`config.mk`:
```
export PLATFORM = sky130hd
export DESIGN_NAME = axi_req_front
export DESIGN_NICKNAME = d
export VERILOG_FILES = /design/src/verilog/bus_pkg.sv /design/src/verilog/pipe_fifo.sv /design/src/verilog/axi_req_front.sv
export SDC_FILE = /design/constraint.sdc
export NUM_CORES = 1
export LEC_CHECK = 0
export CORE_MARGIN = 2
export CORE_UTILIZATION = 55
export CTS_CLUSTER_SIZE = 30
export DETAILED_ROUTE_END_ITERATION = 7
export DONT_BUFFER_PORTS = 1
export PLACE_DENSITY = 0.7
export SETUP_SLACK_MARGIN = 0.3
export SLEW_MARGIN = 5
export SYNTH_ARGS = -nofsm -noshare
export SYNTH_HDL_FRONTEND = slang
export SYNTH_HIERARCHICAL = 1
export SYNTH_SLANG_ARGS = --single-unit
export TNS_END_PERCENT = 100
```
`constraint.sdc`:
```
create_clock -name i_clk -period 5.5 [get_ports i_clk]
set_clock_uncertainty 0.1 [all_clocks]
set_input_delay 1.65 -clock i_clk [delete_from_list [all_inputs] [get_ports i_clk]]
set_output_delay 1.65 -clock i_clk [all_outputs]
set_load 0.02 [all_outputs]
```
`src/verilog/bus_pkg.sv`:
```
// Single-beat bus types only; 16-bit byte address, word aligned, no IDs, bursts or protection
package bus_pkg;

   // ******************************
   // Bus widths
   // ******************************
   localparam int ADDR_W  = 16;
   localparam int DATA_W  = 32;
   localparam int STRB_W  = DATA_W / 8;
   // Word address, byte offset dropped
   localparam int WADDR_W = ADDR_W - 2;

   // ******************************
   // Response codes
   // ******************************
   typedef logic [1:0] t_resp;

   localparam t_resp RESP_OKAY   = 2'b00;
   localparam t_resp RESP_SLVERR = 2'b10;

   // Request as seen past the AXI front
   typedef struct packed {
      logic [WADDR_W-1:0] addr;
      logic [DATA_W-1:0]  wdata;
      logic [STRB_W-1:0]  strb;
      logic               write;
   } t_bus_req;

   // Response heading back to the AXI side
   typedef struct packed {
      logic [DATA_W-1:0] rdata;
      t_resp             resp;
      logic              write;
   } t_bus_rsp;

endpackage

```
`src/verilog/pipe_fifo.sv`:
```
// FIFO_DEPTH must be a power of two, 2 or more; a full queue still accepts on a pop
`timescale 1ns/1ns

module pipe_fifo #(
   parameter int  FIFO_DEPTH = 2,
   parameter type t_payload  = logic [31:0]
) (
   input  logic     i_clk,
   input  logic     i_reset,
   input  logic     i_valid,
   output logic     o_ready,
   input  t_payload i_data,
   output logic     o_valid,
   input  logic     i_ready,
   output t_payload o_data
);

   localparam int PTR_W = $clog2(FIFO_DEPTH);
   localparam logic [PTR_W:0] FULL_CNT = (PTR_W+1)'(FIFO_DEPTH);

   t_payload         mem [FIFO_DEPTH];
   logic [PTR_W-1:0] wr_ptr;
   logic [PTR_W-1:0] rd_ptr;
   logic [PTR_W:0]   count;
   logic             push;
   logic             pop;

   assign o_valid = (count != '0);
   assign o_ready = (count != FULL_CNT) || i_ready;
   assign push    = i_valid && o_ready;
   assign pop     = o_valid && i_ready;
   assign o_data  = mem[rd_ptr];

   always_ff @(posedge i_clk) begin
      if (push) begin
         mem[wr_ptr] <= i_data;
      end
   end

   // Pointers wrap naturally
   always_ff @(posedge i_clk) begin
      if (i_reset) begin
         wr_ptr <= '0;
         rd_ptr <= '0;
         count  <= '0;
      end else begin
         if (push) begin
            wr_ptr <= wr_ptr + 1'b1;
         end
         if (pop) begin
            rd_ptr <= rd_ptr + 1'b1;
         end
         case ({push, pop})
            2'b10:   count <= count + 1'b1;
            2'b01:   count <= count - 1'b1;
            default: count <= count;
         endcase
      end
   end

endmodule

```
`src/verilog/axi_req_front.sv`:
```
// Single-beat AXI writes need address and data valid together; writes beat reads in a tie
`timescale 1ns/1ns

module axi_req_front
   import bus_pkg::*;
#(
   parameter int FIFO_DEPTH = 2
) (
   input  logic              i_clk,
   input  logic              i_reset,
   input  logic              i_awvalid,
   output logic              o_awready,
   input  logic [ADDR_W-1:0] i_awaddr,
   input  logic              i_wvalid,
   output logic              o_wready,
   input  logic [DATA_W-1:0] i_wdata,
   input  logic [STRB_W-1:0] i_wstrb,
   input  logic              i_arvalid,
   output logic              o_arready,
   input  logic [ADDR_W-1:0] i_araddr,
   output logic              o_req_valid,
   input  logic              i_req_ready,
   output t_bus_req          o_req
);

   logic     active_q;
   logic     q_ready;
   logic     wr_pend;
   logic     wr_go;
   logic     rd_go;
   t_bus_req req_in;

   // Channels stay closed until the first cycle out of reset
   always_ff @(posedge i_clk) begin
      if (i_reset) begin
         active_q <= 1'b0;
      end else begin
         active_q <= 1'b1;
      end
   end

   // ******************************
   // Handshake join and priority
   // ******************************
   assign wr_pend = i_awvalid && i_wvalid;
   assign wr_go   = active_q && q_ready && wr_pend;
   assign rd_go   = active_q && q_ready && i_arvalid && !wr_pend;

   assign o_awready = wr_go;
   assign o_wready  = wr_go;
   assign o_arready = rd_go;

   always_comb begin
      req_in.addr  = wr_pend ? i_awaddr[ADDR_W-1:2] : i_araddr[ADDR_W-1:2];
      req_in.wdata = i_wdata;
      req_in.strb  = wr_pend ? i_wstrb : '0;
      req_in.write = wr_pend;
   end

   pipe_fifo #(
      .FIFO_DEPTH (FIFO_DEPTH),
      .t_payload  (t_bus_req)
   ) u_req_fifo (
      .i_clk   (i_clk),
      .i_reset (i_reset),
      .i_valid (wr_go || rd_go),
      .o_ready (q_ready),
      .i_data  (req_in),
      .o_valid (o_req_valid),
      .i_ready (i_req_ready),
      .o_data  (o_req)
   );

endmodule

```
# --- Word level (Yosys, flattened, before mapping) ---
# Memories as Yosys holds them, arrays and structs flattened. A register that Yosys moved wholly into a read port is not among the register bits.
# Index checks and enable logic that the tools add are counted.
word_totals:
  memories: 1
  ramBits: 102
  output_inout_bits: 55
  reg_bits: 5
  input_bits: 74
op_classes:
  addsub: 4
  mux: 8
  eq_ne: 3
  reduce_logical: 12
mem_list:
  columns: ["memory", "words", "word_bits", "read_ports", "rd_clocked_by_memory_dff", "wr", "line", "source"]
  rows:
  - ["u_req_fifo.mem", 2, 51, 1, 1, 1, "pipe_fifo.sv:21", "t_payload mem [FIFO_DEPTH];"]
op_table:
  columns: ["op", "n"]
  rows:
  - ["two-way mux 14 bit", 1]
  - ["logical AND 1 bit", 7]
  - ["two-way mux 1 bit", 5]
  - ["two-way mux 4 bit", 1]
  - ["one-hot mux 2 bit (2 select lines)", 1]
  - ["nonzero test 2 bit", 2]
  - ["adder 1 bit, second input constant", 2]
  - ["adder 2 x 1 -> 2 bit, second input constant", 1]
  - ["equality test 2 x 1 -> 1 bit, second input constant", 1]
  - ["equality test 2 bit, second input constant", 1]
  - ["logical OR 1 bit", 2]
  - ["!= test 2 bit, second input constant", 1]
  - ["subtractor 2 x 1 -> 2 bit, second input constant", 1]
  - ["logical NOT 1 bit", 1]

# --- Longest topological paths before layout ---
depth:
  word_depth: 9
  depth_mapped: 8

# --- By module ---
# Netlist, hierarchy kept.
by_module_without_submodules:
  columns: ["mod", "seq_area_each_um2", "area_per_inst_um2", "n_inst", "cells_each"]
  rows:
  - ["pipe_fifo", 3163.0, 3905.0, 1, 183]
  - ["axi_req_front", 20.0, 299.0, 1, 29]

# --- Worst setup path after synthesis ---
# No wires, ideal clock.
synth_timing:
  path_type: "input port to flip-flop"
  from: "in i_req_ready"
  to: "mem u_req_fifo/mem[0][0] (netlist name), enable pin"
  n_path_buf: 0
  arrival_ns: 4.265
  slack_ns: 0.675
  setup_time_ns: 0.460
  path_stages: 5
  cell_sequence: "or3b_4 > nand2_1 > nor2_1 > nand2_4 > nor2_1"
synth_between:
  elab_chain_len: 8
  elab_cells_between_ends: 9
synth_rtl:
  columns: ["item", "line", "source"]
  rows:
  - ["from (decl)", "axi_req_front.sv:22", "input logic i_req_ready,"]
  - ["logical OR 1 bit (*)", "pipe_fifo.sv:29", "assign o_ready = (count != FULL_CNT) || i_ready;"]
  - ["logical AND 1 bit", "axi_req_front.sv:46, axi_req_front.sv:47", null]
  - ["logical AND 1 bit (2 in a row)", "axi_req_front.sv:47", "assign rd_go = active_q && q_ready && i_arvalid && !wr_pend;"]
  - ["logical OR 1 bit", "axi_req_front.sv:66", ".i_valid (wr_go || rd_go),"]
  - ["logical AND 1 bit (*)", "pipe_fifo.sv:30", "assign push = i_valid && o_ready;"]
  - ["two-way mux 1 bit (*)", "pipe_fifo.sv:35", "if (push) begin"]
  - ["two-way mux 1 bit (not written as such) (*)", "pipe_fifo.sv:36", "mem[wr_ptr] <= i_data;"]
  - ["to (decl)", "pipe_fifo.sv:21", null]
# Mark *: on every way between the ends. The rest lies on a longest branch, timed or not.

==> run metrics <==
reg2reg end u_req_fifo/mem[0][34]$_DFFE_PP_; mean instance size in the synthesized netlist between 15 and 20 um2; Post-route DRC 0; die width 91.4 um; die outline height between 90 and 100 um; Total Routing Usage GR 16.4%; post-synthesis to final-layout area growth 6.93%; IR drop worst, VDD 0.000365 V; max-cap viol count 0; Critical Setup Path Class in2out; status finished clean; number of iterations in the first detailed-routing pass 4; Data arrival, critical path 2570 ps; cells resized by post-CTS repair 0; xor and xnor area share after synthesis less than 1%; adder-cell area share of the yosys netlist 0.298%; total power 0.00194 W; CP required 3750 ps; clock input transition at the sequential cells of the worst setup and hold paths 90 ps; Reg power frac 55.1%; core area 7330 um2; antenna cells 0; startpoint types input pin; wire length of the first global-routing pass just over 10,000 um; maximum count of clock buffers along a single path 2; net count after synthesis between 200 and 300; number of primary I/O pins approximately 130; number of clock sinks roughly 110; Final Hold Fails 0; post-CTS setup buffers 0; unrepaired setup endpoints after global routing false; proportion of power drawn by combinational gates a little over a fifth; synthesized-area fraction occupied by and/or/nand/nor cells 3.01%; Final TNS setup 0 ps; source of the worst hold timing path u_req_fifo/rd_ptr$_SDFFE_PP0P_; share of total power in the clock network 24.0%; insertion delay of the later-clocked pin in the worst-skew pair roughly 350 ps; Routed WL ~6600 um; number of instances in the synthesized netlist 212; final core area utilization between 60 and 70%; final critical delay including setup and external delays 4320 ps; Port Buf Inserts 0; number of warnings reported in the yosys synthesis log 6; proportion of total power due to net switching 30.3%; Total Die Area 8360 um2; reg-to-reg critical path startpoint u_req_fifo/count[0]$_SDFFE_PP0P_; Max H-tree Level 3; drt wl/cell 20.6 um; number of buffers created by CTS 9; path category of the worst min-delay check reg2reg; GPL Wtd Cong 0.748; number of vias per cell 5.69; internal power approximately 0.0014 W; Starting Density 57.3%; portion of the post-synthesis area used by sequential elements between 70% and 80%; critical path endpoint category output port; switching power 0.000588 W; flops & latches, synth 108; initial antenna violation count 0; final number of setup-violating endpoints 0; total gr overflow 0; final-stage net count about 290; Register-to-Register Path Depth 6; worst relative slew slack 20.2%; cts-stage hold buffer count 0; combinational family with the most area after synthesis multiplexers; Synth area leader sky130_fd_sc_hd__edfxtp_1; Netlist Area Pre-Place around 4200 um2; final HPWL from detailed placement approximately 4500 um; pins over their slew limit 0; number of global-route vias before repair 1,934; detailed-route via count 1,821; static leakage approximately 1.5 nW; number of distinct library cell variants in the gate-level netlist after synthesis 26; dominant cells by area after synthesis sky130_fd_sc_hd__edfxtp_1, sky130_fd_sc_hd__mux2_1, sky130_fd_sc_hd__mux2_2, sky130_fd_sc_hd__mux2_4, sky130_fd_sc_hd__dfxtp_1; number of nets with antenna violations after routing 0; complex-gate fraction of the synthesized area less than 1%; depth of the worst hold-timing path 2; most frequent cells in the layout sky130_fd_sc_hd__edfxtp_1, sky130_fd_sc_hd__mux2_1, sky130_fd_sc_hd__mux2_2, sky130_fd_sc_hd__mux2_4, sky130_fd_sc_hd__clkbuf_8; Tcrit/Tclk final 78.6%; setup slack on the worst flop-to-flop path 2970 ps; multiplexer share of the synthesized area 18.5%; most common cell after layout, fill and taps aside sky130_fd_sc_hd__edfxtp_1; portion of synthesized cell area occupied by the leading cell type roughly 73%; initial DRC count around 80; TritonCTS clock tree built; critical path peak fanout 16; row count 31; actual slew at the worst max-slew pin 1200 ps; peak clock frequency supported by timing 0.231 GHz; largest net degree at the start of global routing 52; fraction of final layout cells with drive strength greater than 1 between 20 and 30%; cell chosen for the clock root sky130_fd_sc_hd__clkbuf_8; P per Cell Area ~430 nW/um2; first element of the critical path i_awvalid
==> worst max-delay path: stages <==
cell                      delay [ps]
sky130_fd_sc_hd__nand2_4         200
sky130_fd_sc_hd__inv_1           130
sky130_fd_sc_hd__nor3b_1         590
==> layer usage <==
layer	wire length, um	global-route usage (%)	part of all wire [%]	up-vias
li1	-	-	-	823
met3	559	5.64	8.5	11
met2	3630	29.7	55	76
met4	101	7.45	1.5	0
met5	0	0	0	-
met1	2300	16.9	35	911
==> stage by stage <==
stage / cells / worst slack [ps] / instance area (um2) / hold slack (ps)
after floorplan: 212 / 675 / 4200 / 369
after global placement: 304 / 1190 / 4300 / 378
after detailed placement: 304 / 1160 / 4300 / 404
after CTS: 320 / 1160 / 4500 / 427
after global routing: 320 / 1120 / 4500 / 447
final: 320 / 1180 / 4500 / 428
==> logic make-up after synthesis <==
kind of cell / after synthesis
and+or+nand+nor: 20
xor gates and xnor gates: 3
buffers and inverters: 10
adders and majority gates: 1
AOI/OAI and AO/OA: 4
muxes: 66
DFF: 108
==> layout make-up <==
class	instances	area [um2]
Clock inverter	6	70.1
Inverter	2	7.51
Clock buffer	10	128
Timing Repair Buffer	1	7.51
Fill cell	535	2840
Multi-Input combinational cell	94	975
Tap cell	99	124
Sequential cell	108	3180
==> flip-flops by register name (all words and copies together) (netlist names), named ones only <==
register           count
u_req_fifo/mem       102
u_req_fifo/rd_ptr      1
active_q               1
u_req_fifo/wr_ptr      1
u_req_fifo/count       2
==> synthesized netlist by cell type <==
cell                       instances
sky130_fd_sc_hd__nand2_1           1
sky130_fd_sc_hd__xor2_1            1
sky130_fd_sc_hd__nor3b_1           1
sky130_fd_sc_hd__buf_2             5
sky130_fd_sc_hd__a21oi_1           2
sky130_fd_sc_hd__clkbuf_1          1
sky130_fd_sc_hd__or3_1             1
sky130_fd_sc_hd__ha_1              1
sky130_fd_sc_hd__nand2_4           2
sky130_fd_sc_hd__buf_6             1
sky130_fd_sc_hd__mux2_2           23
sky130_fd_sc_hd__xnor2_1           2
sky130_fd_sc_hd__inv_1             2
sky130_fd_sc_hd__edfxtp_1        102
sky130_fd_sc_hd__nor2b_1           1
sky130_fd_sc_hd__o21ai_0           1
sky130_fd_sc_hd__buf_4             1
sky130_fd_sc_hd__and3_2            4
sky130_fd_sc_hd__or2_2             1
sky130_fd_sc_hd__nor2_1            7
sky130_fd_sc_hd__o21a_2            1
sky130_fd_sc_hd__mux2_1           34
sky130_fd_sc_hd__and3_1            1
sky130_fd_sc_hd__or3b_4            1
sky130_fd_sc_hd__dfxtp_1           6
sky130_fd_sc_hd__mux2_4            9
==> how the worst max path moves through the flow <==
stage                                                end  slack, ps  cells after the start
after floorplan           u_req_fifo/mem[0][0]$_DFFE_PP_        670                      5
after global placement                         o_arready       1190                      3
after CTS                                      o_arready       1160                      3
final                                          o_arready       1180                      3
after detailed placement                       o_arready       1160                      3
after global routing                           o_arready       1120                      3
==> power groups by stage <==
| stage | logic (W) | clock network (W) | registers [W] |
|---|---|---|---|
| finish | 0.000406 | 0.000465 | 0.00107 |
| global route | 0.000428 | 0.000511 | 0.00108 |
| CTS | 0.000411 | 0.000480 | 0.00107 |
| detailed placement | 0.000408 | 0 | 0.00109 |
| global placement | 0.000400 | 0 | 0.00108 |
| floorplan | 0.000406 | 0 | 0.00103 |
Note: power is estimated with default switching activity, not from simulation.
