## config.mk

```make
export PLATFORM = sky130hd
export DESIGN_NAME = axi_resp_back
export DESIGN_NICKNAME = d
export VERILOG_FILES = /design/src/verilog/bus_pkg.sv /design/src/verilog/pipe_fifo.sv /design/src/verilog/axi_resp_back.sv
export SDC_FILE = /design/constraint.sdc
export NUM_CORES = 1
export LEC_CHECK = 0
export ABC_AREA = 1
export BUFFER_PORTS_ARGS = -buffer_cell sky130_fd_sc_hd__clkbuf_2
export CORE_UTILIZATION = 30
export CTS_CLUSTER_DIAMETER = 40
export CTS_CLUSTER_SIZE = 8
export DETAILED_ROUTE_END_ITERATION = 7
export PLACE_DENSITY = 0.54
export SLEW_MARGIN = 20
export SYNTH_ARGS = -nofsm -noshare
export SYNTH_HDL_FRONTEND = slang
export SYNTH_SLANG_ARGS = --single-unit
```

## constraint.sdc

```tcl
create_clock -name i_clk -period 4 [get_ports i_clk]
set_input_delay 0.2 -clock i_clk [delete_from_list [all_inputs] [get_ports i_clk]]
set_output_delay 0.2 -clock i_clk [all_outputs]
set_load 0.02 [all_outputs]
```

## src/verilog/bus_pkg.sv

```systemverilog
// Single-beat bus types only; 16-bit byte address, word aligned, no IDs, bursts or protection
package bus_pkg;

   // ******************************
   // Bus widths
   // ******************************
   localparam int ADDR_W  = 16;
   localparam int DATA_W  = 32;
   localparam int STRB_W  = DATA_W / 8;
   // Word address, byte offset dropped
   localparam int WADDR_W = ADDR_W - 2;

   // ******************************
   // Response codes
   // ******************************
   typedef logic [1:0] t_resp;

   localparam t_resp RESP_OKAY   = 2'b00;
   localparam t_resp RESP_SLVERR = 2'b10;

   // Request as seen past the AXI front
   typedef struct packed {
      logic [WADDR_W-1:0] addr;
      logic [DATA_W-1:0]  wdata;
      logic [STRB_W-1:0]  strb;
      logic               write;
   } t_bus_req;

   // Response heading back to the AXI side
   typedef struct packed {
      logic [DATA_W-1:0] rdata;
      t_resp             resp;
      logic              write;
   } t_bus_rsp;

endpackage

```

## src/verilog/pipe_fifo.sv

```systemverilog
// FIFO_DEPTH must be a power of two, 2 or more; a full queue still accepts on a pop
`timescale 1ns/1ns

module pipe_fifo #(
   parameter int  FIFO_DEPTH = 2,
   parameter type t_payload  = logic [31:0]
) (
   input  logic     i_clk,
   input  logic     i_reset,
   input  logic     i_valid,
   output logic     o_ready,
   input  t_payload i_data,
   output logic     o_valid,
   input  logic     i_ready,
   output t_payload o_data
);

   localparam int PTR_W = $clog2(FIFO_DEPTH);
   localparam logic [PTR_W:0] FULL_CNT = (PTR_W+1)'(FIFO_DEPTH);

   t_payload         mem [FIFO_DEPTH];
   logic [PTR_W-1:0] wr_ptr;
   logic [PTR_W-1:0] rd_ptr;
   logic [PTR_W:0]   count;
   logic             push;
   logic             pop;

   assign o_valid = (count != '0);
   assign o_ready = (count != FULL_CNT) || i_ready;
   assign push    = i_valid && o_ready;
   assign pop     = o_valid && i_ready;
   assign o_data  = mem[rd_ptr];

   always_ff @(posedge i_clk) begin
      if (push) begin
         mem[wr_ptr] <= i_data;
      end
   end

   // Pointers wrap naturally
   always_ff @(posedge i_clk) begin
      if (i_reset) begin
         wr_ptr <= '0;
         rd_ptr <= '0;
         count  <= '0;
      end else begin
         if (push) begin
            wr_ptr <= wr_ptr + 1'b1;
         end
         if (pop) begin
            rd_ptr <= rd_ptr + 1'b1;
         end
         case ({push, pop})
            2'b10:   count <= count + 1'b1;
            2'b01:   count <= count - 1'b1;
            default: count <= count;
         endcase
      end
   end

endmodule

```

## src/verilog/axi_resp_back.sv

```systemverilog
// Responses leave strictly in request order; a stalled channel blocks the other one
`timescale 1ns/1ns

module axi_resp_back
   import bus_pkg::*;
#(
   parameter int FIFO_DEPTH = 2
) (
   input  logic              i_clk,
   input  logic              i_reset,
   input  logic              i_rsp_valid,
   output logic              o_rsp_ready,
   input  t_bus_rsp          i_rsp,
   output logic              o_bvalid,
   input  logic              i_bready,
   output t_resp             o_bresp,
   output logic              o_rvalid,
   input  logic              i_rready,
   output logic [DATA_W-1:0] o_rdata,
   output t_resp             o_rresp
);

   logic     head_valid;
   logic     head_pop;
   t_bus_rsp head;

   pipe_fifo #(
      .FIFO_DEPTH (FIFO_DEPTH),
      .t_payload  (t_bus_rsp)
   ) u_rsp_fifo (
      .i_clk   (i_clk),
      .i_reset (i_reset),
      .i_valid (i_rsp_valid),
      .o_ready (o_rsp_ready),
      .i_data  (i_rsp),
      .o_valid (head_valid),
      .i_ready (head_pop),
      .o_data  (head)
   );

   // Steer the head entry by its write flag
   assign head_pop = head.write ? i_bready : i_rready;
   assign o_bvalid = head_valid && head.write;
   assign o_rvalid = head_valid && !head.write;
   assign o_bresp  = head.resp;
   assign o_rresp  = head.resp;
   assign o_rdata  = head.rdata;

endmodule

```

**After elaboration in Yosys (flattened, before gate mapping)**

Memory sizes are Yosys's and may differ from the RTL's. A register that Yosys moved wholly into a read port is not among the register bits.
Index checks and enable logic that the tools add are counted.

- Output and inout bits: 39
- Logic and storage cells: 25
- Memories: 1
- Bits in writable memories: 70
- Bits of input ports: 40
- Register bits: 4

- Muxes and demuxes: 6
- Add/subtract/negate cells: 4
- Reductions and logical operators: 8
- Equal/unequal tests: 3

Memory list:

| name | depth | width | read ports | clocked after memory_dff | write ports | RTL line | text |
|---|---|---|---|---|---|---|---|
| u_rsp_fifo.mem | 2 | 35 | 1 | 1 | 1 | pipe_fifo.sv:21 | `t_payload mem [FIFO_DEPTH];` |

Operators with widths:

| cell | count |
|---|---|
| two-way mux 1 bit | 5 |
| logical AND 1 bit | 4 |
| case mux 2 bit (2 select lines) | 1 |
| nonzero test 2 bit | 2 |
| adder 1 bit (second input constant) | 2 |
| adder 2 x 1 -> 2 bit (second input constant) | 1 |
| == test 2 x 1 -> 1 bit (second input constant) | 1 |
| == test 2 bit (second input constant) | 1 |
| != test 2 bit (second input constant) | 1 |
| subtractor 2 x 1 -> 2 bit (second input constant) | 1 |
| zero test 1 bit | 1 |
| logical OR 1 bit | 1 |

**Depth between registers and ports, before layout**

Gate-level depths: netlist of the first run.

- Depth after elaboration: 5
- Gate-level depth with buffers: 12
- Mapped depth without buffers: 11

**By module**

Synthesis of the first run repeated with hierarchy kept, for this count alone.

- Cells, all modules: 158
- Area total of the unflattened synthesis: 2971.6 sq um

By module, submodules not included:

| module | area each (sq um) | cells an instance | sequential area each (sq um) | times used |
|---|---|---|---|---|
| pipe_fifo | 2926.6 | 148 | 2202.1 | 1 |
| axi_resp_back | 45.0 | 10 | 0.0 | 1 |

**Worst setup path after synthesis of the first run**

No wires, ideal clock.

- Path type: reg-to-reg
- Start point: register with a tool-made name
- End point: memory u_rsp_fifo.mem[0][0] in the netlist's numbering (enable)
- Arrival: 2356 ps
- Period minus slack after synthesis: 2783 ps
- Buffers on the path: 1
- Path slack: 1217 ps
- Data required time: 3573 ps
- Stages on the path, launching flop included: 8
- Setup time: 427 ps
- Cells stage by stage: dfxtp_1 > buf_6 > inv_4 > nand2_4 > nand3_2 > nand3_2 > nand2_1 > nor2_1

RTL lines:

| element | RTL line |
|---|---|
| end, declared | pipe_fifo.sv:21 |

==> impl_metrics.env, run 1 <==
export IMPL_tightest_slew_ps=1010
export IMPL_finClkSkew_ps=12.1
export IMPL_nets=351
export IMPL_post_route_period_util_pct=69.8
export IMPL_fp_row_count=35
export IMPL_syn_area_per_cell_um2=12.5
export IMPL_cp_slowest_stage_delay_ps=810
export IMPL_postCtsSetupBuffers=0
export IMPL_powerDensity_nw_per_um2=682
export IMPL_crit_type="register to register"
export IMPL_max_cap_violations=0
export IMPL_synth_nets=271
export IMPL_setup_violations=0
export IMPL_status="completed"
export IMPL_gp_congestion=0.773
export IMPL_fmax_mhz=358
export IMPL_yosysTopAreaCell="edfxtp_1"
export IMPL_wl_per_cell_um=12.4
export IMPL_rsz0062_at_grt="false"
export IMPL_cp_required_ps=3950
export IMPL_crit_buf_inv=1
export IMPL_leakage_nw=1.56
export IMPL_slew_headroom_pct=32.7
export IMPL_layout_common_cells="nand2_1, clkbuf_2, edfxtp_1, inv_1, clkbuf_8"
export IMPL_drc=0
export IMPL_grt_antenna_before_repair=0
export IMPL_crit_path_top_delay_cell="dfxtp_2"
export IMPL_start_util_pct=31.0
export IMPL_critPathLaunchType="register"
export IMPL_cts_resized=0
export IMPL_clk_pin_slew_ps=70
export IMPL_synthTopCellsByArea="edfxtp_1, nand2_1, dfxtp_1"
export IMPL_io_pin_count=79
export IMPL_viasPerCell=4.14
export IMPL_fin_crit_ps=2790
export IMPL_dr_pass1_iters=4
export IMPL_cts_sinks=75
export IMPL_clock_latency_ps=340
export IMPL_cp_end_kind="register"
export IMPL_dieArea_um2=9950
export IMPL_die_x_um=99.8
export IMPL_cts_buffers=9
export IMPL_final_layout_size_suffix_gt1_share_pct=32.1
export IMPL_vias=1837
export IMPL_grt_max_degree=38
export IMPL_critPathMostFrequentCell="nand3_2"
export IMPL_grt_pass1_wl_um=8560
export IMPL_netlist_area_um2=2870
export IMPL_worst_path_max_fanout=37
export IMPL_synth_cells=230
export IMPL_synth_yosys_seq_area_share_pct=76.8
export IMPL_ir_drop_mv=0.297
export IMPL_antenna_cells=0
export IMPL_grt_overflow=0
export IMPL_hold_path_class="input port to register"
export IMPL_dp_hpwl_um=3610
export IMPL_ys_warn_count=0
export IMPL_final_cell_area_um2=3580
export IMPL_n_fill_cell=929
export IMPL_timing_setup_tns_ps=0
export IMPL_crit_chain="inv_4 -> nand2_4 -> nand3_2 -> nand3_2 -> nand2_1 -> nor2_4"
export IMPL_die_h_um=99.8
export IMPL_wirelength_um=5520
export IMPL_cts_root_buffer="clkbuf_8"
export IMPL_hold_buffers=0
export IMPL_cts_tree="yes"
export IMPL_final_common_cell="nand2_1"
export IMPL_areaGrowthSynthToFinish_pct=24.9
export IMPL_core_area_um2=9240
export IMPL_crit_family="simple AND/OR/NAND/NOR gates"
export IMPL_portBuffers=78
export IMPL_hold_violations=0
export IMPL_maxSlewViolCount=0
export IMPL_cts_buffer_depth=2
export IMPL_yosys_area_top_type_share_pct=73.3
export IMPL_ant_nets=0
export IMPL_ys_ff_latch=75
export IMPL_worstPathArrival_ps=2750
export IMPL_grt_total_usage_pct=11.7
export IMPL_synth_distinct_cells=18
export IMPL_htree_levels=3
export IMPL_grt_pass1_vias=1781
export IMPL_drtIter0Drc=64
export IMPL_place_area_um2=3370
==> final timing paths <==
check	start	cells after the start	slack, ps	endpoint
setup / recovery	register	6	1210	u_rsp_fifo.mem[0][11]
hold / removal	i_rsp[31]	1	50	u_rsp_fifo.mem[0][31]
setup reg to reg	register	6	1210	u_rsp_fifo.mem[0][11]
hold reg to reg	u_rsp_fifo.count[1]	2	510	u_rsp_fifo.count[1]
==> synth_stat cells (all sizes together) <==
master  instances
ha              1
o21ai           3
nor2            7
clkbuf          2
nand2         113
nand3b          1
inv            11
edfxtp         70
nand3           5
dfxtp           5
a21oi           5
buf             7
==> cell type report <==
class	instances	area [um2]	share of cell area [%]
repair buffers	78	390	10.9
clock buffers	11	131	3.67
well taps	129	161	4.51
inverters	11	43.8	1.22
flip-flops and latches	75	2200	61.5
clock inverters	5	76.3	2.13
multi-input cells	135	576	16.1
==> power breakdown <==
| group | switching (mW) | internal, mW | total [mW] |
|---|---|---|---|
| logic | 0.551 | 0.229 | 0.779 |
| registers | 0.0765 | 0.976 | 1.05 |
| clock network | 0.260 | 0.350 | 0.610 |
| total | 0.887 | 1.55 | 2.44 |
==> cell families (layout without fill, tap and decap cells) <==
kind of cell / after synthesis / count (layout) / synth area share [%]
compound gates: 8 / 8 / 1.40
buf+inv: 20 / 105 / 3.40
fa+ha+maj: 1 / 1 / 0.436
flops: 75 / 75 / 76.8
simple gates: 126 / 126 / 18.0
==> per-stage QoR <==
step                setup WS, ps  hold slack, ps  util (%)  total power [mW]  std cells
global route                 890            31.8      38.8              2.60        444
CTS                         1050            37.3      38.8              2.49        444
detailed placement          1060             392      36.5              1.87        428
global placement            1150             391      36.5              1.86        428
finish                      1210            53.2      38.8              2.44        444
floorplan                   1220             299         -              1.60        230
==> sequential cells by signal, summed over array words and instances (netlist names), named ones only <==
signal             flops
u_rsp_fifo.count       2
u_rsp_fifo.mem        70
u_rsp_fifo.rd_ptr      1
u_rsp_fifo.wr_ptr      1
==> layer usage <==
layer / up-vias / wire (um) / part of all wire [%] / GRT usage, %
met5: - / 0 / 0 / 0
met4: 0 / 85 / 1.5 / 5.77
met3: 11 / 288 / 5.2 / 3.06
met2: 60 / 2750 / 50 / 20.0
met1: 838 / 2400 / 43 / 13.7
li1: 928 / - / - / -
No activity file was read; power rests on OpenSTA's default activity.
==> run 2, diff against run 1 <==
- PLACE_DENSITY: 0.54 -> 0.56
- clock period: 4 -> 2.5 ns (I/O delays scaled with it)
==> run 2 against run 1 <==
Non-clock buffer count is 40 higher. Sequential power is 54% higher. Cell count is 9.0% higher. Clock-buffer cell count is 2 lower. Total power is 66% higher. Register-to-register slack worse by 500 ps. Flip-flop and latch count stayed put. Sequential share of layout area is 6.4 points lower. Design area is 12% higher. Clock power is 67% higher. Utilization is 4.5 points higher. Die area stayed put.
==> impl_metrics.env, run 2 (synthesis results as in run 1) <==
export IMPL_core_area_um2=9240
export IMPL_dieArea_um2=9950
export IMPL_cts_buffers=9
export IMPL_final_layout_size_suffix_gt1_share_pct=30.7
export IMPL_rrSetupSlack_ps=710
export IMPL_timing_setup_tns_ps=0
export IMPL_fmax_mhz=558
export IMPL_areaGrowthSynthToFinish_pct=39.4
export IMPL_grt_pass1_vias=1828
export IMPL_powerDensity_nw_per_um2=1010
export IMPL_hold_path_class="input port to register"
export IMPL_grt_antenna_before_repair=0
export IMPL_htree_levels=3
export IMPL_cp_required_ps=2720
export IMPL_n_fill_cell=903
export IMPL_cts_root_buffer="clkbuf_8"
export IMPL_critPathLaunchType="register"
export IMPL_fp_row_count=35
export IMPL_dr_pass1_iters=4
export IMPL_cp_end_kind="register"
export IMPL_grt_overflow=0
export IMPL_wirelength_um=5820
export IMPL_rsz0062_at_grt="false"
export IMPL_drc=0
export IMPL_gp_congestion=0.786
export IMPL_nets=391
export IMPL_worstPathArrival_ps=2010
export IMPL_viasPerCell=4.04
export IMPL_rr_endpoint="u_rsp_fifo.count[1]"
export IMPL_status="completed"
export IMPL_min_delay_start="i_reset"
export IMPL_clk_pin_slew_ps=80
export IMPL_grt_max_degree=30
export IMPL_die_h_um=99.8
export IMPL_crit_type="register to register"
export IMPL_max_cap_violations=0
export IMPL_vias=1954
export IMPL_pre_cts_ws_ps=720
export IMPL_leakage_nw=1.73
export IMPL_largest_reg_flops=70
export IMPL_finClkSkew_ps=9.26
export IMPL_holdPathStages=4
export IMPL_io_pin_count=79
export IMPL_ant_nets=0
export IMPL_worst_path_max_fanout=9
export IMPL_reg2reg_depth=10
export IMPL_fin_crit_ps=1790
export IMPL_regMostFlops="u_rsp_fifo.mem"
export IMPL_antenna_cells=0
export IMPL_maxSlewViolCount=0
export IMPL_grt_pass1_wl_um=9000
export IMPL_die_x_um=99.8
export IMPL_drtIter0Drc=83
export IMPL_setup_violations=0
export IMPL_grt_total_usage_pct=12.1
export IMPL_slew_headroom_pct=73.2
export IMPL_final_common_cell="nand2_1"
export IMPL_cts_buffer_depth=2
export IMPL_whs_endpoint="u_rsp_fifo.wr_ptr"
export IMPL_hold_buffers=33
export IMPL_ir_drop_mv=0.447
export IMPL_postCtsSetupBuffers=0
export IMPL_dp_hpwl_um=3860
export IMPL_cts_resized=0
export IMPL_final_util_pct=43.3
export IMPL_largest_registers="u_rsp_fifo.mem (70), u_rsp_fifo.count (2)"
export IMPL_portBuffers=78
export IMPL_cts_sinks=75
export IMPL_hold_violations=0
export IMPL_wl_per_cell_um=12.0
export IMPL_worst_slack_ps=709
export IMPL_start_util_pct=31.0
export IMPL_layout_common_cells="nand2_1, clkbuf_2, edfxtp_1, dlygate4sd3_1"
export IMPL_tightest_slew_ps=399
export IMPL_cts_tree="yes"
export IMPL_post_route_period_util_pct=71.6
export IMPL_clock_latency_ps=340
==> run 2: changes by cell type in the layout (fill, tap and decap cells not counted), sizes merged <==
cell / change
dlygate4sd3: +35
inv: +1
clkinvlp: +1
clkbuf: -2
buf: +5
==> run 2: final cells by class <==
cell class / count / area, um2 / share of cell area [%]
clock buffer: 9 / 124 / 3.10
tap: 129 / 161 / 4.04
inverter: 11 / 43.8 / 1.10
multi-input combinational: 135 / 576 / 14.4
timing repair buffer: 118 / 791 / 19.8
sequential: 75 / 2200 / 55.1
clock inverter: 7 / 98.8 / 2.47
==> run 2: critical path: stages (launching register included) <==
cell,delay (ps)
dfxtp_2,440
inv_4,90
nand2_4,90
nand3_2,70
nand3_2,110
nand2_1,120
ha_1,330
a21oi_1,120
o21ai_0,110
o21ai_0,160
a21oi_1,50
==> run 2: worst max-delay path by stage <==
stage	start	endpoint	slack (ps)	depth (start not counted)
floorplan	register	u_rsp_fifo.mem[0][0]	290	7
global placement	register	u_rsp_fifo.mem[1][6]	760	6
detailed placement	register	u_rsp_fifo.mem[1][6]	720	6
CTS	register	u_rsp_fifo.count[1]	700	10
global route	register	u_rsp_fifo.count[1]	500	10
finish	register	u_rsp_fifo.count[1]	710	10
==> run 2: where the power goes <==
group          internal [mW]  leakage, nW  switching, mW
combinational          0.432        0.927          0.968
sequential              1.56        0.697         0.0639
clock                  0.571        0.111          0.452
total                   2.56         1.73           1.48
==> run 2: per-stage QoR <==
step	power [mW]	instance area (um2)	instances	hold WS, ps
6_report	4.04	4000	484	76.2
5_1_grt	4.30	4000	484	96.3
4_1_cts	4.10	3980	482	1.89
3_5_place_dp	3.03	3420	433	317
3_3_place_gp	3.01	3420	433	315
2_1_floorplan	2.57	2870	230	224
==> run 2: metal layers <==
metal / global-route usage, % / part of all wire [%]
met4: 3.62 / 1.2
met1: 15.6 / 46
met2: 19.6 / 48
met3: 3.97 / 4.7
met5: 0 / 0
