[src/verilog/bus_pkg.sv]
// Single-beat bus types only; 16-bit byte address, word aligned, no IDs, bursts or protection
package bus_pkg;

   // ******************************
   // Bus widths
   // ******************************
   localparam int ADDR_W  = 16;
   localparam int DATA_W  = 32;
   localparam int STRB_W  = DATA_W / 8;
   // Word address, byte offset dropped
   localparam int WADDR_W = ADDR_W - 2;

   // ******************************
   // Response codes
   // ******************************
   typedef logic [1:0] t_resp;

   localparam t_resp RESP_OKAY   = 2'b00;
   localparam t_resp RESP_SLVERR = 2'b10;

   // Request as seen past the AXI front
   typedef struct packed {
      logic [WADDR_W-1:0] addr;
      logic [DATA_W-1:0]  wdata;
      logic [STRB_W-1:0]  strb;
      logic               write;
   } t_bus_req;

   // Response heading back to the AXI side
   typedef struct packed {
      logic [DATA_W-1:0] rdata;
      t_resp             resp;
      logic              write;
   } t_bus_rsp;

endpackage

[src/verilog/soc_map_pkg.sv]
// Address map for a 16-bit byte address; only the GPIO window decodes, anything else errors
package soc_map_pkg;

   // GPIO window, 256 bytes at the bottom of the map
   localparam logic [15:0] GPIO_BASE   = 16'h0000;
   localparam int          GPIO_SPAN_W = 8;

   // ******************************
   // GPIO register byte offsets
   // ******************************
   localparam logic [GPIO_SPAN_W-1:0] REG_OUT      = 8'h00;
   localparam logic [GPIO_SPAN_W-1:0] REG_DIR      = 8'h04;
   localparam logic [GPIO_SPAN_W-1:0] REG_IN       = 8'h08;
   localparam logic [GPIO_SPAN_W-1:0] REG_IRQ_MASK = 8'h0C;
   localparam logic [GPIO_SPAN_W-1:0] REG_IRQ_STAT = 8'h10;
   localparam logic [GPIO_SPAN_W-1:0] REG_ID       = 8'h14;

   // Read-only block identifier
   localparam logic [31:0] GPIO_ID = 32'h6770_0001;

endpackage

[src/verilog/wb_if.sv]
// Classic single Wishbone cycle only; no err, rty, cti or bte, one slave per interface
`timescale 1ns/1ns

interface wb_if #(
   parameter int ADR_W = 14,
   parameter int DAT_W = 32
);

   logic [ADR_W-1:0]   adr;
   logic [DAT_W-1:0]   dat_w;
   logic [DAT_W/8-1:0] sel;
   logic               we;
   logic               cyc;
   logic               stb;
   logic [DAT_W-1:0]   dat_r;
   logic               ack;

   modport master (
      output adr, dat_w, sel, we, cyc, stb,
      input  dat_r, ack
   );

   modport slave (
      input  adr, dat_w, sel, we, cyc, stb,
      output dat_r, ack
   );

endinterface

[src/verilog/wb_master.sv]
// One Wishbone cycle at a time; a request is taken only when its response is sure to fit
`timescale 1ns/1ns

module wb_master
   import bus_pkg::*;
   import soc_map_pkg::*;
(
   input  logic     i_clk,
   input  logic     i_reset,
   input  logic     i_req_valid,
   output logic     o_req_ready,
   input  t_bus_req i_req,
   output logic     o_rsp_valid,
   input  logic     i_rsp_ready,
   output t_bus_rsp o_rsp,
   wb_if.master     wb
);

   typedef enum logic {
      ST_IDLE,
      ST_CYCLE
   } t_state;

   t_state             state_q;
   logic               err_q;
   logic               pop;
   logic               in_window;
   logic               done;
   logic [WADDR_W-1:0] adr_q;
   logic [DATA_W-1:0]  dat_q;
   logic [STRB_W-1:0]  sel_q;
   logic               we_q;

   // Upper word address bits against the window base
   assign in_window = (i_req.addr[WADDR_W-1:GPIO_SPAN_W-2] ==
                       GPIO_BASE[ADDR_W-1:GPIO_SPAN_W]);

   assign o_req_ready = (state_q == ST_IDLE) && i_rsp_ready;
   assign pop         = o_req_ready && i_req_valid;
   assign done        = (state_q == ST_CYCLE) && (err_q || wb.ack);

   always_ff @(posedge i_clk) begin
      if (i_reset) begin
         state_q <= ST_IDLE;
         err_q   <= 1'b0;
      end else begin
         case (state_q)
            ST_IDLE: begin
               if (pop) begin
                  state_q <= ST_CYCLE;
                  err_q   <= !in_window;
               end
            end
            ST_CYCLE: begin
               if (done) begin
                  state_q <= ST_IDLE;
               end
            end
            default: state_q <= ST_IDLE;
         endcase
      end
   end

   always_ff @(posedge i_clk) begin
      if (pop) begin
         adr_q <= i_req.addr;
         dat_q <= i_req.wdata;
         sel_q <= i_req.strb;
         we_q  <= i_req.write;
      end
   end

   // ******************************
   // Wishbone drive and response
   // ******************************
   assign wb.adr   = adr_q;
   assign wb.dat_w = dat_q;
   assign wb.sel   = sel_q;
   assign wb.we    = we_q;
   assign wb.cyc   = (state_q == ST_CYCLE) && !err_q;
   assign wb.stb   = (state_q == ST_CYCLE) && !err_q;

   assign o_rsp_valid = done;

   always_comb begin
      o_rsp.rdata = (err_q || we_q) ? '0 : wb.dat_r;
      o_rsp.resp  = err_q ? RESP_SLVERR : RESP_OKAY;
      o_rsp.write = we_q;
   end

endmodule

[src/flat_wrapper.sv]
// flat-port wrapper written by rule: the top's interface ports become plain ports
module wb_master_flat import bus_pkg::*; import soc_map_pkg::*;
  (i_clk, i_reset, i_req_valid, o_req_ready, i_req, o_rsp_valid, i_rsp_ready, o_rsp, wb_adr, wb_dat_w, wb_sel, wb_we, wb_cyc, wb_stb, wb_dat_r, wb_ack);
  wb_if wb_i ();
  input  logic i_clk;
  input  logic i_reset;
  input  logic i_req_valid;
  output logic o_req_ready;
  input  t_bus_req i_req;
  output logic o_rsp_valid;
  input  logic i_rsp_ready;
  output t_bus_rsp o_rsp;
  output wire logic [$bits(wb_i.adr)-1:0] wb_adr;
  output wire logic [$bits(wb_i.dat_w)-1:0] wb_dat_w;
  output wire logic [$bits(wb_i.sel)-1:0] wb_sel;
  output wire logic [$bits(wb_i.we)-1:0] wb_we;
  output wire logic [$bits(wb_i.cyc)-1:0] wb_cyc;
  output wire logic [$bits(wb_i.stb)-1:0] wb_stb;
  input wire logic [$bits(wb_i.dat_r)-1:0] wb_dat_r;
  input wire logic [$bits(wb_i.ack)-1:0] wb_ack;
  assign wb_adr = wb_i.adr;
  assign wb_dat_w = wb_i.dat_w;
  assign wb_sel = wb_i.sel;
  assign wb_we = wb_i.we;
  assign wb_cyc = wb_i.cyc;
  assign wb_stb = wb_i.stb;
  assign wb_i.dat_r = wb_dat_r;
  assign wb_i.ack = wb_ack;
  wb_master u_core (.i_clk(i_clk), .i_reset(i_reset), .i_req_valid(i_req_valid), .o_req_ready(o_req_ready), .i_req(i_req), .o_rsp_valid(o_rsp_valid), .i_rsp_ready(i_rsp_ready), .o_rsp(o_rsp), .wb(wb_i));
endmodule
[config.mk]
export PLATFORM = sky130hd
export DESIGN_NAME = wb_master_flat
export DESIGN_NICKNAME = d
export VERILOG_FILES = /design/src/verilog/bus_pkg.sv /design/src/verilog/soc_map_pkg.sv /design/src/verilog/wb_if.sv /design/src/verilog/wb_master.sv /design/src/flat_wrapper.sv
export SDC_FILE = /design/constraint.sdc
export NUM_CORES = 1
export LEC_CHECK = 0
export ABC_AREA = 1
export BUFFER_PORTS_ARGS = -buffer_cell sky130_fd_sc_hd__buf_4
export CAP_MARGIN = 20
export CORE_MARGIN = 4
export CORE_UTILIZATION = 38
export DETAILED_ROUTE_END_ITERATION = 10
export PLACE_DENSITY = 0.81
export SLEW_MARGIN = 10
export SYNTH_ARGS = -nofsm -noshare
export SYNTH_HDL_FRONTEND = slang
export SYNTH_SLANG_ARGS = --single-unit
[constraint.sdc]
create_clock -name i_clk -period 3.4 [get_ports i_clk]
set_input_delay 0.17 -clock i_clk [delete_from_list [all_inputs] [get_ports i_clk]]
set_output_delay 0.17 -clock i_clk [all_outputs]
set_load 0.1 [all_outputs]
## Yosys cells after proc, flatten, opt, wreduce, memory -nomap -nowiden

Cells that the tools add are included.

- Word-level logic and storage cells: 22
- Bits in registers: 53
- Input port bits: 88
- Output and inout port bits: 90

- Bitwise logic cells: 1
- Multiplexer cells: 5
- Reductions and logical operators: 10

Operator list:

| operator | count |
|---|---|
| $mux W32 | 1 |
| $logic_not A8 Y1 | 1 |
| $logic_and A1 B1 Y1 | 4 |
| $logic_not A1 Y1 | 2 |
| $logic_or A1 B1 Y1 | 2 |
| $mux W1 | 2 |
| $mux W2 | 1 |
| $pmux W1 S2 | 1 |
| $reduce_and A2 Y1 | 1 |
| $not A1 Y1 | 1 |

## Longest topological paths before layout

Gate-level depths: netlist (run 1).

- Depth after elaboration: 5
- Depth in mapped cells: 5

## Worst setup path before layout (run 1)

No wires, ideal clock.

- Kind: reg2out
- Start: register u_core.we_q (netlist: u_core.wb.we)
- End: output o_rsp[12] (netlist bit)
- Data arrival time: 2.659 ns
- Path slack: 0.571 ns
- Stages on the path, launching flop included: 5
- Path through: edfxtp_1 or2_1 buf_6 buf_6 nor2_1

RTL lines:

| item | line | text |
|---|---|---|
| start, declared | wb_master.sv:32 | `logic we_q;` |
| start signal, assigned | wb_master.sv:69 | `we_q <= i_req.write;` |
| end, declared | flat_wrapper.sv:12 | `output t_bus_rsp o_rsp;` |

==> impl_table.tex, run 1 <==
\begin{tabular}{lr}
\hline
Metric & Value \\
\hline
\multicolumn{2}{l}{\textbf{STA}} \\
Worst slew slack as a fraction of its limit & 55.6\% \\
Maximum frequency from static timing analysis & 491 MHz \\
Worst Slack Setup Final & 1.36 ns \\
Final worst clock skew & 0.00893 ns \\
Fin Setup TNS & 0 ns \\
Number of failing setup endpoints in the final timing report & 0 \\
Actual transition at the worst max-transition pin & 0.667 ns \\
Max Transition Viols Final & 0 \\
Final clock period utilization by the worst path & 59.9\% \\
Minimum clock period & 2.04 ns \\
Hold\_ws & 0.0244 ns \\
Final Hold Viols & 0 \\
Setup repair after global routing missed its margin & false \\
\multicolumn{2}{l}{\textbf{Critical path}} \\
Critical path cell sequence & or2\_1, buf\_8, nor2\_1, buf\_4 \\
Count of buffer and inverter cells on the critical path & 2 \\
Logic depth of the worst register-to-register path & 4 \\
Master of the slowest instance on the critical path & sky130\_fd\_sc\_hd\_\_or2\_1 \\
Reg2Reg Launch Point & u\_core.state\_q \\
Reg-to-reg setup timing slack & 2.01 ns \\
Largest stage delay on the critical path & 0.47 ns \\
FF-to-FF End & u\_core.wb.dat\_w[29] \\
Dominant delay contributor by cell family on the critical path & simple AND/OR/NAND/NOR gates \\
Largest fanout on the critical path & 18 \\
Path type of the worst setup path & flip-flop to primary output \\
Req. time, crit path & 3.23 ns \\
Critical Path Start Type & flip-flop \\
Endpoint kind of the worst setup timing path & primary output \\
Crit path arrival time & 1.87 ns \\
\multicolumn{2}{l}{\textbf{Floorplan}} \\
Horizontal die dimension & 80.7 microns \\
Starting density of the core & 39.4\% \\
Core area & 5110 sq um \\
Number of rows in the core area & 26 \\
Die area & 6520 sq um \\
IO Count & 178 \\
Die outline height & 80.7 microns \\
\multicolumn{2}{l}{\textbf{Yosys}} \\
Async S/R FF share, synth & 0\% \\
Cell Area, Synth & 2010 sq um \\
Yosys top cell by area & sky130\_fd\_sc\_hd\_\_edfxtp\_1 \\
Number of flops mapped to enable cells by yosys & 51 \\
Synth Area per Inst & 13.5 sq um \\
Largest cells by area after synthesis & sky130\_fd\_sc\_hd\_\_edfxtp\_1, sky130\_fd\_sc\_hd\_\_inv\_1, sky130\_fd\_sc\_hd\_\_nor2\_1 \\
Distinct cells, synth & 12 \\
Post-synthesis register bit count & 53 \\
Post-synth top cells & sky130\_fd\_sc\_hd\_\_edfxtp\_1, sky130\_fd\_sc\_hd\_\_inv\_1, sky130\_fd\_sc\_hd\_\_nor2\_1 \\
Syn\_nets & 237 \\
Library cell with the highest instance count after synthesis & sky130\_fd\_sc\_hd\_\_edfxtp\_1 \\
Share of the yosys chip area belonging to registers & 78.2\% \\
Commonest register cell after synthesis & sky130\_fd\_sc\_hd\_\_edfxtp\_1 \\
Cell count after synthesis & 149 \\
Area share of the leading cell type in the synthesized netlist & 76.2\% \\
Synthesis warning total & 0 \\
\multicolumn{2}{l}{\textbf{Status}} \\
Run status & finished, final reports clean \\
\multicolumn{2}{l}{\textbf{Layout}} \\
Count of nets after finishing & 414 \\
Layout cells sized above 1 & 59.9\% \\
Area Growth Syn to Fin & 73.7\% \\
Number of antenna repair diodes & 0 \\
Sequential standard cell area & 1570 sq um \\
Total of fill cells in the finished design & 370 \\
Area occupied by multi-input gates & 221 sq um \\
\multicolumn{2}{l}{\textbf{Clock tree}} \\
Clock Tree Buf Depth & 2 \\
Number of levels in the clock H-tree & 2 \\
CTS hold repair buffers & 0 \\
Clock tree from TritonCTS & yes \\
Count of cells resized by post-cts repair & 0 \\
CTS root buf & sky130\_fd\_sc\_hd\_\_clkbuf\_8 \\
Clock network latency to the later pin of the worst-skew pair & 0.31 ns \\
Sinks on Clock Net & 53 \\
Total clock buffers created by CTS & 5 \\
Number of buffers inserted to repair setup after CTS & 0 \\
Clock-pin slew on the worst setup and hold paths & 0.10 ns \\
\multicolumn{2}{l}{\textbf{Global route}} \\
First-pass GRT wire length & 7660 microns \\
Largest net degree at the start of global routing & 53 \\
Vias in the first global route & 1583 \\
Sum of overflow across all layers after global routing & 0 \\
Global routing usage summed across all routing layers & 15.9\% \\
Initial antenna violation count & 0 \\
\multicolumn{2}{l}{\textbf{Hold path}} \\
Path category of the worst min-delay check & input pin to flip-flop \\
Terminating pin of the worst hold path & u\_core.state\_q \\
Instance count along the most critical hold path & 2 \\
Beginning of the worst hold path & i\_reset \\
\multicolumn{2}{l}{\textbf{Drt}} \\
Remaining number of nets flagged by the antenna check after routing & 0 \\
Count of TritonRoute iterations in the first routing pass & 4 \\
Final Routed Wirelength & 5480 microns \\
Routed via count & 1648 \\
Via count normalized by instance count & 4.15 \\
DRC errors left & 0 \\
Count of routing violations after the opening detailed-route iteration & 68 \\
Per-cell routed wire length & 13.8 microns \\
\multicolumn{2}{l}{\textbf{Power and ir drop}} \\
Worst IR drop on VDD & 0.369 mV \\
Static leakage power & 1.72 nW \\
Total power of the final layout & 1.77 mW \\
Power density over the cells & 507 nW/um\^{}2 \\
\multicolumn{2}{l}{\textbf{Place}} \\
Worst Setup Slack post-DPL & 1.57 ns \\
Placer Congestion & 0.705 \\
Estimated wirelength of the detail-placed design & 4450 microns \\
Port Buffers & 176 \\
\multicolumn{2}{l}{\textbf{Flow run}} \\
Max-cap viol count & 0 \\
\hline
\end{tabular}
==> area by class of cell <==
class                           instances  share of cell area [%]
Timing Repair Buffer                  178                    38.8
Clock inverter                          3                    1.29
Sequential cell                        53                    45.0
Inverter                               38                    4.08
Tap cell                               70                    2.51
Clock buffer                            5                    1.97
Multi-Input combinational cell         50                    6.34
==> cells in the final DEF (no fill, tap or decap) <==
cell	n
sky130_fd_sc_hd__buf_4	176
sky130_fd_sc_hd__edfxtp_1	51
sky130_fd_sc_hd__inv_1	37
sky130_fd_sc_hd__nor2_1	29
sky130_fd_sc_hd__nor2_2	10
sky130_fd_sc_hd__clkbuf_8	5
sky130_fd_sc_hd__nand2_1	4
sky130_fd_sc_hd__a21oi_1	3
sky130_fd_sc_hd__nand3_1	2
sky130_fd_sc_hd__dfxtp_1	2
sky130_fd_sc_hd__or2_1	1
sky130_fd_sc_hd__inv_2	1
sky130_fd_sc_hd__conb_1	1
sky130_fd_sc_hd__clkinv_1	1
sky130_fd_sc_hd__bufinv_16	1
sky130_fd_sc_hd__inv_8	1
sky130_fd_sc_hd__buf_12	1
sky130_fd_sc_hd__buf_8	1
==> worst max-delay path by stage <==
| stage | from | to | slack [ns] | cells past startpoint |
|---|---|---|---|---|
| 2_1_floorplan | u_core.wb.we | o_rsp[12] | 0.57 | 4 |
| 3_3_place_gp | u_core.err_q | o_rsp[17] | 1.62 | 3 |
| 3_5_place_dp | u_core.wb.we | o_rsp[17] | 1.57 | 3 |
| 4_1_cts | u_core.err_q | o_rsp[17] | 1.22 | 3 |
| 5_1_grt | u_core.wb.we | o_rsp[24] | 1.24 | 4 |
| 6_report | u_core.wb.we | o_rsp[17] | 1.36 | 4 |
==> per-layer routing <==
layer,wire [microns],share of wire [%],vias up,global-route usage [%]
li1,-,-,809,-
met1,1590,29,720,14.0
met2,2890,53,109,29.6
met3,864,16,10,8.87
met4,128,2.3,0,6.42
met5,0,0,-,0
==> state kept, by name, indices dropped and copies added (netlist names) <==
| name | flops |
|---|---|
| u_core.err_q | 1 |
| u_core.state_q | 1 |
| u_core.wb.adr | 14 |
| u_core.wb.dat_w | 32 |
| u_core.wb.sel | 4 |
| u_core.wb.we | 1 |
==> power by group <==
part	leakage, nW	internal (mW)	switching [mW]
clock network	0.0577	0.222	0.211
logic	1.17	0.139	0.443
registers	0.493	0.749	0.00837
total	1.72	1.11	0.662
==> cell families after synthesis <==
kind of cell	after synthesis	synth area share, %
other	1	0.187
AO/OA/AOI/OAI	3	0.747
flip-flops	53	78.2
buffers and inverters	46	10.8
AND/OR/NAND/NOR	46	10.1
==> per-stage QoR <==
| step | utilization [%] | cells | area (sq um) |
|---|---|---|---|
| global placement | 65.5 | 387 | 3340 |
| floorplan | - | 149 | 2010 |
| finish | 68.4 | 397 | 3490 |
| global route | 68.4 | 397 | 3490 |
| detailed placement | 65.5 | 387 | 3340 |
| CTS | 67.7 | 395 | 3460 |
Power figures use the tool's default switching activity.
==> run 2, diff against run 1 <==
--- a/config.mk
+++ b/config.mk
@@ -5,13 +5,13 @@
 export SDC_FILE = /design/constraint.sdc
 export NUM_CORES = 1
 export LEC_CHECK = 0
-export ABC_AREA = 1
+export ABC_AREA = 0
 export BUFFER_PORTS_ARGS = -buffer_cell sky130_fd_sc_hd__buf_4
 export CAP_MARGIN = 20
 export CORE_MARGIN = 4
-export CORE_UTILIZATION = 38
+export CORE_UTILIZATION = 36
 export DETAILED_ROUTE_END_ITERATION = 10
-export PLACE_DENSITY = 0.81
+export PLACE_DENSITY = 0.79
 export SLEW_MARGIN = 10
 export SYNTH_ARGS = -nofsm -noshare
 export SYNTH_HDL_FRONTEND = slang
==> constraint.sdc (replaced) <==
create_clock -name i_clk -period 1.9 [get_ports i_clk]
set_input_delay 0.095 -clock i_clk [delete_from_list [all_inputs] [get_ports i_clk]]
set_output_delay 0.095 -clock i_clk [all_outputs]
set_load 0.1 [all_outputs]
==> run 2 against run 1 <==
Against the previous run: via count grew 6.2%; sequential cell count is the same; wire length grew 25%; die area shrank 0.43%; non-clock buffer count grew 52; combinational power grew 92%; synthesized area shrank 5.7%; final area grew 13%; critical path depth is the same; power grew 82%; global-route usage grew 4.7 points; clock skew grew 0.0024 ns.
==> impl_table.tex, run 2 <==
\begin{tabular}{lr}
\hline
Metric & Value \\
\hline
\multicolumn{2}{l}{\textbf{Power and ir drop}} \\
Power density over the cells & 815 nW/um\^{}2 \\
Static leakage power & 1.78 nW \\
Worst IR drop on VDD & 0.743 mV \\
Total power of the final layout & 3.23 mW \\
\multicolumn{2}{l}{\textbf{Yosys}} \\
Distinct cells, synth & 15 \\
Area share of the leading cell type in the synthesized netlist & 80.8\% \\
Commonest register cell after synthesis & sky130\_fd\_sc\_hd\_\_edfxtp\_1 \\
Cell Area, Synth & 1900 sq um \\
Post-synthesis register bit count & 53 \\
Syn\_nets & 193 \\
Synth Area per Inst & 18.1 sq um \\
Share of the yosys chip area belonging to registers & 82.9\% \\
Cell count after synthesis & 105 \\
Largest cells by area after synthesis & sky130\_fd\_sc\_hd\_\_edfxtp\_1, sky130\_fd\_sc\_hd\_\_and2\_1, sky130\_fd\_sc\_hd\_\_dfxtp\_1 \\
Post-synth top cells & sky130\_fd\_sc\_hd\_\_edfxtp\_1, sky130\_fd\_sc\_hd\_\_and2\_1, sky130\_fd\_sc\_hd\_\_buf\_4 \\
Yosys top cell by area & sky130\_fd\_sc\_hd\_\_edfxtp\_1 \\
Async S/R FF share, synth & 0\% \\
Number of flops mapped to enable cells by yosys & 51 \\
Library cell with the highest instance count after synthesis & sky130\_fd\_sc\_hd\_\_edfxtp\_1 \\
Synthesis warning total & 0 \\
\multicolumn{2}{l}{\textbf{STA}} \\
Final worst clock skew & 0.0113 ns \\
Max Transition Viols Final & 0 \\
Maximum frequency from static timing analysis & 617 MHz \\
Hold\_ws & 0.158 ns \\
Final clock period utilization by the worst path & 85.3\% \\
Minimum clock period & 1.62 ns \\
Final Hold Viols & 0 \\
Fin Setup TNS & 0 ns \\
Number of failing setup endpoints in the final timing report & 0 \\
Setup repair after global routing missed its margin & false \\
\multicolumn{2}{l}{\textbf{Critical path}} \\
Largest fanout on the critical path & 32 \\
Logic depth of the worst register-to-register path & 2 \\
Endpoint kind of the worst setup timing path & primary output \\
FF-to-FF End & u\_core.wb.dat\_w[21] \\
Path type of the worst setup path & flip-flop to primary output \\
Reg2Reg Launch Point & u\_core.state\_q \\
Crit path arrival time & 1.53 ns \\
Req. time, crit path & 1.80 ns \\
Critical Path Start Type & flip-flop \\
Reg-to-reg setup timing slack & 0.71 ns \\
\multicolumn{2}{l}{\textbf{Layout}} \\
Number of antenna repair diodes & 0 \\
Most common library cell in the layout ignoring fill and taps & sky130\_fd\_sc\_hd\_\_buf\_4 \\
Final cell utilization of the core & 77.6\% \\
Total of fill cells in the finished design & 303 \\
Layout cells sized above 1 & 65.5\% \\
Commonest non-fill, non-tap cells in the layout & sky130\_fd\_sc\_hd\_\_buf\_4, sky130\_fd\_sc\_hd\_\_dlygate4sd3\_1, sky130\_fd\_sc\_hd\_\_edfxtp\_1 \\
Number of flip-flops under the largest register name & 32 \\
Area Growth Syn to Fin & 109\% \\
Count of nets after finishing & 423 \\
\multicolumn{2}{l}{\textbf{Floorplan}} \\
Starting density of the core & 37.1\% \\
Horizontal die dimension & 80.6 microns \\
Die area & 6490 sq um \\
Die outline height & 80.6 microns \\
Number of rows in the core area & 26 \\
IO Count & 178 \\
Core area & 5110 sq um \\
\multicolumn{2}{l}{\textbf{Drt}} \\
Final Routed Wirelength & 6820 microns \\
Via count normalized by instance count & 4.31 \\
DRC errors left & 0 \\
Routed via count & 1750 \\
Remaining number of nets flagged by the antenna check after routing & 0 \\
Count of TritonRoute iterations in the first routing pass & 4 \\
Per-cell routed wire length & 16.8 microns \\
Count of routing violations after the opening detailed-route iteration & 60 \\
\multicolumn{2}{l}{\textbf{Clock tree}} \\
Total clock buffers created by CTS & 5 \\
Count of cells resized by post-cts repair & 0 \\
Clock-pin slew on the worst setup and hold paths & 0.09 ns \\
Clock Tree Buf Depth & 2 \\
CTS hold repair buffers & 52 \\
CTS root buf & sky130\_fd\_sc\_hd\_\_clkbuf\_8 \\
Number of levels in the clock H-tree & 2 \\
Sinks on Clock Net & 53 \\
Clock tree from TritonCTS & yes \\
Number of buffers inserted to repair setup after CTS & 0 \\
Clock network latency to the later pin of the worst-skew pair & 0.30 ns \\
\multicolumn{2}{l}{\textbf{Global route}} \\
Global routing usage summed across all routing layers & 20.6\% \\
Initial antenna violation count & 0 \\
First-pass GRT wire length & 9690 microns \\
Vias in the first global route & 1906 \\
Sum of overflow across all layers after global routing & 0 \\
Largest net degree at the start of global routing & 55 \\
\multicolumn{2}{l}{\textbf{Flow run}} \\
Max-cap viol count & 0 \\
\multicolumn{2}{l}{\textbf{Hold path}} \\
Instance count along the most critical hold path & 4 \\
Terminating pin of the worst hold path & u\_core.state\_q \\
Beginning of the worst hold path & wb\_ack \\
Path category of the worst min-delay check & input pin to flip-flop \\
\multicolumn{2}{l}{\textbf{Place}} \\
Port Buffers & 176 \\
Placer Congestion & 0.799 \\
\multicolumn{2}{l}{\textbf{Status}} \\
Run status & finished, final reports clean \\
\hline
\end{tabular}
run 2: changes by cell type after synthesis, moves of 2 or more:
cell and change:
sky130_fd_sc_hd__clkbuf_2 +3, sky130_fd_sc_hd__nor2b_1 +2, sky130_fd_sc_hd__and2_1 +32, sky130_fd_sc_hd__nand2_1 -4, sky130_fd_sc_hd__nor4_1 +2, sky130_fd_sc_hd__inv_1 -38
sky130_fd_sc_hd__nor2_2 -9, sky130_fd_sc_hd__buf_6 -4, sky130_fd_sc_hd__nand3_1 -2, sky130_fd_sc_hd__nor2_1 -27, sky130_fd_sc_hd__a21oi_1 -2
run 2: routing by layer:
layer  up-vias  routed length (microns)  track usage [%]  share of wire [%]
met2       132                     3510             37.7                 51
met4         0                      199             8.45                2.9
met1       777                     2100             18.8                 31
met5         -                        0                0                  0
li1        827                        -                -                  -
met3        14                     1020             10.9                 15
run 2: worst max-delay path: stages, from the launching register on:
cell and delay (ns):
sky130_fd_sc_hd__edfxtp_1 0.44, sky130_fd_sc_hd__nor2_2 0.10, sky130_fd_sc_hd__buf_4 0.24, sky130_fd_sc_hd__and2_2 0.18, sky130_fd_sc_hd__buf_4 0.28
run 2: worst max-delay path by stage:
stage                 start           to  slack (ns)  cells after the start
4_1_cts        u_core.wb.we     o_rsp[8]        0.26                      4
2_1_floorplan  u_core.err_q  o_rsp_valid      -0.004                      2
3_3_place_gp   u_core.wb.we    o_rsp[14]        0.64                      4
3_5_place_dp   u_core.wb.we     o_rsp[8]        0.60                      4
5_1_grt        u_core.wb.we    o_rsp[11]        0.16                      4
6_report       u_core.wb.we    o_rsp[25]        0.28                      4
run 2: cells by family after synthesis:
logic type	Yosys count	synth area share, %
flops	53	82.9
simple gates	41	13.5
buf+inv	7	2.38
compound gates	3	0.990
other cells	1	0.198
run 2: where the power goes:
group	total (mW)	switching [mW]	internal, mW
logic	1.12	0.796	0.329
clock network	0.747	0.351	0.396
registers	1.36	0.0186	1.34
run 2: stage by stage:
stage | std cells | instance area, sq um | setup WS [ns]
5_1_grt | 406 | 3960 | 0.164
2_1_floorplan | 105 | 1940 | -0.00371
6_report | 406 | 3960 | 0.279
4_1_cts | 406 | 3960 | 0.256
3_3_place_gp | 346 | 3330 | 0.636
3_5_place_dp | 346 | 3330 | 0.600
run 2: layout make-up:
class	count	area, sq um	share of cell area [%]
Clock buffer	6	72.6	1.83
Tap cell	70	87.6	2.21
Timing Repair Buffer	230	1870	47.2
Multi-Input combinational cell	45	322	8.12
Clock inverter	2	38.8	0.979
Sequential cell	53	1570	39.7
